File: src/verilog/dmacFifoPkg.sv
// Shared vector types and ACR bit positions for the SCSI DMA data FIFO, used by scoped name
`default_nettype none

package dmacFifoPkg;

    // Host data word and one FIFO entry
    typedef logic [31:0] longWordT;

    // Single SCSI byte
    typedef logic [7:0] byteT;

    // Lane write enables, bit 3 is lane 0 (31:24), bit 0 is lane 3 (7:0)
    typedef logic [3:0] laneMaskT;

    // Byte pointer, names the lane of the next SCSI byte
    typedef logic [1:0] bytePtrT;

    // ACR contents
    typedef logic [1:0] acrT;

    localparam int ACR_DIR_BIT = 0; // 1 = SCSI to memory
    localparam int ACR_ODD_BIT = 1; // Start at odd word, pointer loads 2

endpackage

`default_nettype wire

File: src/verilog/fifoLaneIf.sv
// Lane write, commit, pop and head data bundle between sequencer, buffer and counter
`timescale 1ns/100ps
`default_nettype none

interface fifoLaneIf;

    dmacFifoPkg::laneMaskT laneWe;  // Per-lane write enables for the next-in entry
    dmacFifoPkg::longWordT wrData;  // Write data, lanes already steered
    logic                  commit;  // Advance next-in with this write
    logic                  pop;     // Advance next-out, clear departing entry
    dmacFifoPkg::longWordT rdData;  // Head entry, always valid

    // Lane sequencer side
    modport sequencer (output laneWe, output wrData, output commit, output pop,
                       input rdData);

    // Entry storage
    modport storage (input laneWe, input wrData, input commit, input pop,
                     output rdData);

    // Occupancy tracking only needs the pointer moves
    modport monitor (input commit, input pop);

endinterface

`default_nettype wire

File: src/verilog/dmacFifo.sv
// Top of the SCSI DMA data FIFO, joins host slave, lane sequencer, buffer and counter
`timescale 1ns/100ps
`default_nettype none

module dmacFifo #(
    parameter int FIFO_DEPTH = 8    // Entries of 32 bits
) (
    input  logic                  ACR_WR,
    input  logic                  RST_FIFO_,
    // Wishbone classic slave
    input  logic                  wbCyc,
    input  logic                  wbStb,
    input  logic                  wbWe,
    input  logic [1:0]            wbAdr,
    input  logic [3:0]            wbSel,
    input  dmacFifoPkg::longWordT wbWrData,
    output dmacFifoPkg::longWordT wbRdData,
    output logic                  wbAck,
    // SCSI byte port
    input  logic                  scsiValid,
    output logic                  scsiReady,
    input  dmacFifoPkg::byteT     scsiWrByte,
    output dmacFifoPkg::byteT     scsiRdByte,
    // Status
    output logic                  fifoFull,
    output logic                  fifoEmpty,
    output dmacFifoPkg::bytePtrT  bytePtr
);

    logic                  loadHigh;  // Host high half load
    logic                  loadLow;   // Host low half load, commits
    logic                  hostPop;   // Accepted host data read
    dmacFifoPkg::longWordT hostData;
    dmacFifoPkg::acrT      acr;
    logic                  acrWrite;

    fifoLaneIf laneBus ();

    hostBusSlave i_hostBusSlave (
        .ACR_WR, .RST_FIFO_,
        .wbCyc, .wbStb, .wbWe, .wbAdr, .wbSel, .wbWrData, .wbRdData, .wbAck,
        .full     (fifoFull),
        .empty    (fifoEmpty),
        .head     (laneBus.rdData),  // Read data comes straight off the head entry
        .loadHigh, .loadLow, .hostPop, .hostData, .acr, .acrWrite
    );

    laneSequencer i_laneSequencer (
        .ACR_WR, .RST_FIFO_,
        .loadHigh, .loadLow, .hostPop, .hostData, .acr, .acrWrite,
        .full     (fifoFull),
        .empty    (fifoEmpty),
        .scsiValid, .scsiReady, .scsiWrByte, .scsiRdByte,
        .bytePtr,
        .lane     (laneBus.sequencer)
    );

    fifoBuffer #(.FIFO_DEPTH(FIFO_DEPTH)) i_fifoBuffer (
        .ACR_WR, .RST_FIFO_,
        .lane (laneBus.storage)
    );

    occupancyCounter #(.FIFO_DEPTH(FIFO_DEPTH)) i_occupancyCounter (
        .ACR_WR, .RST_FIFO_,
        .mon   (laneBus.monitor),
        .full  (fifoFull),
        .empty (fifoEmpty)
    );

endmodule

`default_nettype wire

File: src/verilog/fifoBuffer.sv
// Entry storage of the DMA FIFO, lane writes at next-in and clearing pops at next-out
`timescale 1ns/100ps
`default_nettype none

module fifoBuffer #(
    parameter int FIFO_DEPTH = 8
) (
    input  logic        ACR_WR,
    input  logic        RST_FIFO_,
    fifoLaneIf.storage  lane
);

    localparam int             PTR_W = (FIFO_DEPTH > 1) ? $clog2(FIFO_DEPTH) : 1;
    localparam logic [PTR_W-1:0] LAST_ENTRY = PTR_W'(FIFO_DEPTH - 1);

    dmacFifoPkg::longWordT mem [FIFO_DEPTH];
    logic [PTR_W-1:0]      nextIn;    // Entry being built
    logic [PTR_W-1:0]      nextOut;   // Head entry

    always_ff @(posedge ACR_WR or negedge RST_FIFO_) begin
        if (!RST_FIFO_) begin
            for (int i = 0; i < FIFO_DEPTH; i++) begin
                mem[i] <= '0;       // Partial entries rely on zero lanes
            end
            nextIn  <= '0;
            nextOut <= '0;
        end else begin
            if (lane.pop) begin
                mem[nextOut] <= '0;
                nextOut      <= (nextOut == LAST_ENTRY) ? '0 : nextOut + 1'b1;
            end
            for (int l = 0; l < 4; l++) begin
                if (lane.laneWe[l]) begin
                    mem[nextIn][8*l +: 8] <= lane.wrData[8*l +: 8];
                end
            end
            if (lane.commit) begin
                nextIn <= (nextIn == LAST_ENTRY) ? '0 : nextIn + 1'b1;
            end
        end
    end

    // Asynchronous head read
    assign lane.rdData = mem[nextOut];

endmodule

`default_nettype wire

File: src/verilog/hostBusSlave.sv
// Wishbone classic slave that holds the ACR and turns bus cycles into loads and pops for the FIFO top
`timescale 1ns/100ps
`default_nettype none

module hostBusSlave (
    input  logic                  ACR_WR,
    input  logic                  RST_FIFO_,
    input  logic                  wbCyc,
    input  logic                  wbStb,
    input  logic                  wbWe,
    input  logic [1:0]            wbAdr,
    input  logic [3:0]            wbSel,
    input  dmacFifoPkg::longWordT wbWrData,
    output dmacFifoPkg::longWordT wbRdData,
    output logic                  wbAck,
    input  logic                  full,
    input  logic                  empty,
    input  dmacFifoPkg::longWordT head,     // Current head entry
    output logic                  loadHigh, // Lanes 0 and 1 without commit
    output logic                  loadLow,  // Lanes 2 and 3 with commit
    output logic                  hostPop,
    output dmacFifoPkg::longWordT hostData,
    output dmacFifoPkg::acrT      acr,
    output logic                  acrWrite
);

    localparam logic [1:0] DATA_ADR = 2'd0;
    localparam logic [1:0] ACR_ADR  = 2'd3;

    logic             access;   // First edge of a cycle before ack
    logic             dataWr;
    logic             dataRd;
    logic             wrOk;     // Data write passes direction and full tests
    logic             dirToMem;
    dmacFifoPkg::acrT acrReg;

    assign access   = wbCyc && wbStb && !wbAck;
    assign dataWr   = access && wbWe && (wbAdr == DATA_ADR);
    assign dataRd   = access && !wbWe && (wbAdr == DATA_ADR);
    assign dirToMem = acrReg[dmacFifoPkg::ACR_DIR_BIT];

    // Host may only fill when draining toward SCSI
    assign wrOk     = dataWr && !dirToMem && !full;
    assign loadHigh = wrOk && (wbSel == 4'b1111 || wbSel == 4'b1100);
    assign loadLow  = wrOk && (wbSel == 4'b1111 || wbSel == 4'b0011); // 1111 and 0011 commit

    // Reads only pop in the SCSI to memory direction
    assign hostPop  = dataRd && dirToMem && !empty;

    assign acrWrite = access && wbWe && (wbAdr == ACR_ADR);
    assign hostData = wbWrData;   // Also carries the new ACR value to the sequencer
    assign acr      = acrReg;

    // Single-cycle ack and ACR
    always_ff @(posedge ACR_WR or negedge RST_FIFO_) begin
        if (!RST_FIFO_) begin
            wbAck  <= 1'b0;
            acrReg <= '0;
        end else begin
            wbAck <= access;                    // Refused accesses are acked too
            if (acrWrite) begin
                acrReg <= wbWrData[1:0];
            end
        end
    end

    // Read data captured at the access edge before the pop moves the head
    always_ff @(posedge ACR_WR) begin
        if (access) begin
            if (hostPop) begin
                wbRdData <= head;
            end else if (!wbWe && wbAdr == ACR_ADR) begin
                wbRdData <= dmacFifoPkg::longWordT'(acrReg); // Zero-extended
            end else begin
                wbRdData <= '0;                 // Refused read or unused address
            end
        end
    end

endmodule

`default_nettype wire

File: src/verilog/laneSequencer.sv
// Byte pointer and SCSI handshake of the DMA FIFO, steers lane data and makes commit and pop
`timescale 1ns/100ps
`default_nettype none

module laneSequencer (
    input  logic                  ACR_WR,
    input  logic                  RST_FIFO_,
    input  logic                  loadHigh,
    input  logic                  loadLow,
    input  logic                  hostPop,
    input  dmacFifoPkg::longWordT hostData,
    input  dmacFifoPkg::acrT      acr,
    input  logic                  acrWrite,
    input  logic                  full,
    input  logic                  empty,
    input  logic                  scsiValid,
    output logic                  scsiReady,
    input  dmacFifoPkg::byteT     scsiWrByte,
    output dmacFifoPkg::byteT     scsiRdByte,
    output dmacFifoPkg::bytePtrT  bytePtr,
    fifoLaneIf.sequencer          lane
);

    logic dirToMem;
    logic scsiXfer;   // Valid and ready at this edge
    logic scsiPush;   // SCSI to memory byte
    logic scsiPull;   // Memory to SCSI byte
    logic lastLane;

    assign dirToMem  = acr[dmacFifoPkg::ACR_DIR_BIT];
    assign scsiReady = dirToMem ? !full : !empty;   // Flags are registered already
    assign scsiXfer  = scsiValid && scsiReady;
    assign scsiPush  = scsiXfer && dirToMem;
    assign scsiPull  = scsiXfer && !dirToMem;
    assign lastLane  = (bytePtr == 2'd3);

    laneStrobeDecoder i_laneStrobeDecoder (
        .loadHigh,
        .loadLow,
        .loadByte (scsiPush),
        .bytePtr,
        .laneWe   (lane.laneWe)
    );

    // SCSI byte goes onto every lane, the strobes pick one
    assign lane.wrData = scsiPush ? {4{scsiWrByte}} : hostData;
    assign lane.commit = loadLow || (scsiPush && lastLane);
    assign lane.pop    = hostPop || (scsiPull && lastLane);

    // Lane 0 sits in bits 31:24, so lane n starts at 8*(3-n)
    assign scsiRdByte  = lane.rdData[{~bytePtr, 3'b000} +: 8];

    always_ff @(posedge ACR_WR or negedge RST_FIFO_) begin
        if (!RST_FIFO_) begin
            bytePtr <= '0;
        end else if (acrWrite) begin
            // New ACR value decides the starting lane
            bytePtr <= hostData[dmacFifoPkg::ACR_ODD_BIT] ? 2'd2 : 2'd0;
        end else if (scsiXfer) begin
            bytePtr <= bytePtr + 2'd1;  // Wraps after lane 3
        end
    end

endmodule

`default_nettype wire

File: src/verilog/laneStrobeDecoder.sv
// Lane write strobe decode of the DMA FIFO, from word or byte loads and the byte pointer
`timescale 1ns/100ps
`default_nettype none

module laneStrobeDecoder (
    input  logic                   loadHigh,  // Lanes 0 and 1
    input  logic                   loadLow,   // Lanes 2 and 3
    input  logic                   loadByte,  // One lane at the byte pointer
    input  dmacFifoPkg::bytePtrT   bytePtr,
    output dmacFifoPkg::laneMaskT  laneWe
);

    dmacFifoPkg::laneMaskT byteMask;

    // Lane n maps to mask bit 3-n
    assign byteMask = loadByte ? dmacFifoPkg::laneMaskT'(4'b1000 >> bytePtr) : '0;

    assign laneWe = {{2{loadHigh}}, {2{loadLow}}} | byteMask;

    // Host word loads and SCSI byte loads belong to opposite directions
    byteWordExclusive: assert final (!(loadByte && (loadHigh || loadLow)));

endmodule

`default_nettype wire

File: src/verilog/occupancyCounter.sv
// Entry counter of the DMA FIFO, registers full and empty from the commit and pop stream
`timescale 1ns/100ps
`default_nettype none

module occupancyCounter #(
    parameter int FIFO_DEPTH = 8
) (
    input  logic       ACR_WR,
    input  logic       RST_FIFO_,
    fifoLaneIf.monitor mon,
    output logic       full,
    output logic       empty
);

    localparam int CNT_W = $clog2(FIFO_DEPTH + 1);   // Holds 0 to FIFO_DEPTH

    logic [CNT_W-1:0] count;
    logic [CNT_W-1:0] countNext;

    always_comb begin
        countNext = count;
        if (mon.commit && !mon.pop) begin
            countNext = count + 1'b1;
        end else if (mon.pop && !mon.commit) begin
            countNext = count - 1'b1;
        end                                 // Both at once leaves count alone
    end

    always_ff @(posedge ACR_WR or negedge RST_FIFO_) begin
        if (!RST_FIFO_) begin
            count <= '0;
            full  <= 1'b0;
            empty <= 1'b1;
        end else begin
            count <= countNext;
            full  <= (countNext == CNT_W'(FIFO_DEPTH));
            empty <= (countNext == '0);
        end
    end

    // Sequencer and host slave must respect the flags
    noCommitWhenFull: assert property (
        @(posedge ACR_WR) disable iff (!RST_FIFO_) mon.commit |-> !full
    );
    noPopWhenEmpty: assert property (
        @(posedge ACR_WR) disable iff (!RST_FIFO_) mon.pop |-> !empty
    );

endmodule

`default_nettype wire
File: config.mk
export PLATFORM = sky130hd
export DESIGN_NAME = dmacFifo
export DESIGN_NICKNAME = d
export VERILOG_FILES = /design/src/verilog/dmacFifoPkg.sv /design/src/verilog/fifoLaneIf.sv /design/src/verilog/dmacFifo.sv /design/src/verilog/fifoBuffer.sv /design/src/verilog/hostBusSlave.sv /design/src/verilog/laneSequencer.sv /design/src/verilog/laneStrobeDecoder.sv /design/src/verilog/occupancyCounter.sv
export SDC_FILE = /design/constraint.sdc
export NUM_CORES = 1
export LEC_CHECK = 0
export ABC_CLOCK_PERIOD_IN_PS = 5700
export BUFFER_PORTS_ARGS = -buffer_cell sky130_fd_sc_hd__buf_4
export CORE_UTILIZATION = 45
export CTS_BUF_LIST = sky130_fd_sc_hd__clkbuf_8
export CTS_CLUSTER_DIAMETER = 120
export DETAILED_ROUTE_END_ITERATION = 12
export PLACE_DENSITY = 0.73
export SLEW_MARGIN = 20
export SYNTH_ARGS = -nofsm -noshare
export SYNTH_HDL_FRONTEND = slang
export SYNTH_SLANG_ARGS = --single-unit
export TNS_END_PERCENT = 20
File: constraint.sdc
create_clock -name ACR_WR -period 5.7 [get_ports ACR_WR]
set_input_delay 0.855 -clock ACR_WR [delete_from_list [all_inputs] [get_ports ACR_WR]]
set_output_delay 0.855 -clock ACR_WR [all_outputs]
set_load 0.01 [all_outputs]
==> impl_metrics.ini <==
[run_status]
run_status = finished clean

[routing]
first_pass_iters = 6
dr_total_vias = 11810
drc = 0
vias_per_cell = 6.378
wl_met3_microns = 5284
wl_met1_microns = 18520
wl_per_cell_microns = 25.42
wirelength_microns = 47060
antenna_left = 0
drt-initial-drc-count = 1406
dr_wl_met2_microns = 20790
highest_layer = met4

[yosys]
synth_edf_count = 32
ys_seq_area_frac = 0.5392
syn-num-nets = 1386
syn_area_sq_um = 14450
synth_warnings = 0
ys_ff_latch = 305
synth_ff_type = dfrtp_1
syn_inst = 1324
synth_top_area_frac = 0.4709
synth_area_leaders = dfrtp_1, mux2i_1, edfxtp_1
synth_async_sr_flop_share = 0.8951
synth.largest_area_cell = dfrtp_1
syn_avg_cell_area_sq_um = 10.92
synthDistinctLibCells = 59

[sta]
layout_setup_ws_ns = 0.7310
timing.final.crit_period_ns = 4.969
tightestPinTransition_ns = 1.181
setup_viol = 0
final_max_slew_viol_count = 0
rsz0062_at_grt = false
final-hold-violation-count = 0
setup_tns_ns = 0
relSlewSlack = 0.2095
fin_crit_sh = 0.8717
max_freq_ghz = 0.2012
skew_ns = 0.02026

[floorplan]
fp.dieArea_sq_um = 32840
fp-row-count = 65
die_w_microns = 181.2
fp.dieH_microns = 181.2
core-area_sq_um = 31560
pin_count = 98
start_util = 0.4580

[clock_network]
cts_buffers = 50
path_clk_slew_ns = 0.06
ctsResizeCount = 0
cts.sinks = 305
insertion_delay_ns = 0.59
clockRootBuffer = clkbuf_8
cts_hold_buf = 0
cts_tree = done
cts.path.max_buffers = 3
cts_max_level = 2
cts_setup_buffers = 0

[critical_path]
crit_chain = clkinv_1 -> nor2_1 -> a221oi_1 -> o22ai_1 -> mux4_2 -> buf_4
crit_arrival_ns = 4.11
cp_max_fo = 30
r2r-start = i_laneSequencer.bytePtr[1]$_DFFE_PN0P_
start_kind = flop
critPathCaptureType = output pin
critPathSlowestCell = nor2_1
cp_num_buf_inv = 2
regToRegSetupSlack_ns = 1.74
r2r_end = i_fifoBuffer.mem[138]$_DFF_PN0_
cp.required_ns = 4.85
critPathTopFamily = buffers and inverters
cpPeakStageDelay_ns = 0.85
crit_type = reg2out
reg2reg_depth = 7

[power_and_ir_drop]
ir_worst_vdd_mv = 0.2695
finalPower_mw = 7.381
p_leak_nw = 7.027
p_per_area_nw_per_um2 = 446.0

[finish]
drive_gt1_frac = 0.1949
fillerInstances = 2776
finalNetCount = 1471
area_growth_pct = 14.50
fin_util = 0.5245

[grt]
grt_pass1_wl_microns = 71570
grt_usage = 0.2894
antenna_found_initial = 2
grt_pass1_vias = 11950
grt_start_max_net_pins = 123
grt_overflow_total = 0

[placement]
routabilityCongestion = 1.054
io_buffers = 97
hpwl_microns = 30220
pre_cts_slack_ns = 1.516

[worst_hold_path]
hold_path.class = in2async

[flow_run]
drv_cap = 0
routing by layer:
| metal | track usage | up-vias |
|---|---|---|
| li1 | - | 5007 |
| met1 | 0.3825 | 5799 |
| met2 | 0.4371 | 820 |
| met3 | 0.08063 | 179 |
| met4 | 0.1458 | 0 |
| met5 | 0 | - |
area by class of cell:
type | instances | area [sq um] | share of cell area
sequential | 305 | 7796 | 0.4711
inverter | 9 | 33.78 | 0.002041
antenna | 2 | 5.005 | 0.0003024
timing repair buffer | 122 | 935.9 | 0.05655
tap | 402 | 503.0 | 0.03039
clock buffer | 59 | 812.0 | 0.04907
clock inverter | 31 | 156.4 | 0.009450
multi-input combinational | 921 | 6307 | 0.3811
how the worst max path moves through the flow:
stage / from / end / slack [ns] / cells after the start
5_1_grt: i_fifoBuffer.nextOut[2]$_DFFE_PN0N_ / scsiRdByte[2] / 0.67 / 6
3_3_place_gp: i_fifoBuffer.nextOut[2]$_DFFE_PN0N_ / scsiRdByte[2] / 1.61 / 6
2_1_floorplan: wbStb / i_fifoBuffer.mem[143]$_DFF_PN0_ / 2.44 / 8
3_5_place_dp: i_fifoBuffer.nextOut[2]$_DFFE_PN0N_ / scsiRdByte[2] / 1.52 / 6
4_1_cts: i_fifoBuffer.nextOut[2]$_DFFE_PN0N_ / scsiRdByte[2] / 0.83 / 6
6_report: i_fifoBuffer.nextOut[2]$_DFFE_PN0N_ / scsiRdByte[2] / 0.73 / 6
registers in the layout, summed over array words and instances (netlist names):
register                  count
i_fifoBuffer.mem            256
i_fifoBuffer.nextIn           3
i_fifoBuffer.nextOut          3
i_hostBusSlave.acr            2
i_hostBusSlave.wbAck          1
i_hostBusSlave.wbRdData      32
i_laneSequencer.bytePtr       2
i_occupancyCounter.count      4
i_occupancyCounter.empty      1
i_occupancyCounter.full       1
cells in the mapped netlist (all sizes together), types with 8 or more instances:
master  instances
dfrtp         272
nand2         164
nand3         142
mux2i         141
o21ai         139
clkbuf         67
nor2           58
a21oi          45
a221oi         33
edfxtp         32
mux2           29
mux4           28
buf            22
a22oi          19
nor2b          15
and2           11
ha             10
o22ai           9
nor3            8
metrics by stage:
| step | cells | hold WS, ns | instance area, sq um |
|---|---|---|---|
| after detailed placement | 1759 | 0.4716 | 15570 |
| after global placement | 1759 | 0.4587 | 15560 |
| after CTS | 1849 | 0.3219 | 16540 |
| final | 1851 | 0.2955 | 16550 |
| after floorplan | 1324 | 0.4456 | 14450 |
| after global routing | 1849 | 0.3552 | 16540 |
power breakdown:
part | switching [mW] | internal (mW) | total, mW
combinational | 1.55 | 0.946 | 2.49
clock | 0.891 | 0.983 | 1.87
sequential | 0.404 | 2.61 | 3.01
logic make-up (layout without fill, tap and decap cells):
| logic type | after synthesis | after routing | share of synthesized area |
|---|---|---|---|
| compound gates | 276 | 276 | 0.1184 |
| buf+inv | 98 | 221 | 0.02718 |
| mux | 198 | 198 | 0.1639 |
| flops | 305 | 305 | 0.5392 |
| xor+xnor | 6 | 6 | 0.003636 |
| fa+ha+maj | 10 | 10 | 0.008657 |
| other cells | 0 | 2 | 0 |
| simple gates | 431 | 431 | 0.1390 |
cells in the final DEF, fill, tap and decap left out, types with 28 or more instances in the layout:
cell type / synthesis / layout
a221oi_1: 33 / 33
o21ai_0: 131 / 131
mux4_2: 28 / 28
mux2_2: 29 / 29
edfxtp_1: 32 / 32
mux2i_1: 141 / 141
clkbuf_8: 0 / 59
buf_4: 0 / 120
nand2_1: 164 / 161
dfrtp_1: 272 / 270
a21oi_1: 45 / 45
nor2_1: 58 / 50
nand3_1: 140 / 140
No activity file was read; power rests on OpenSTA's default activity.
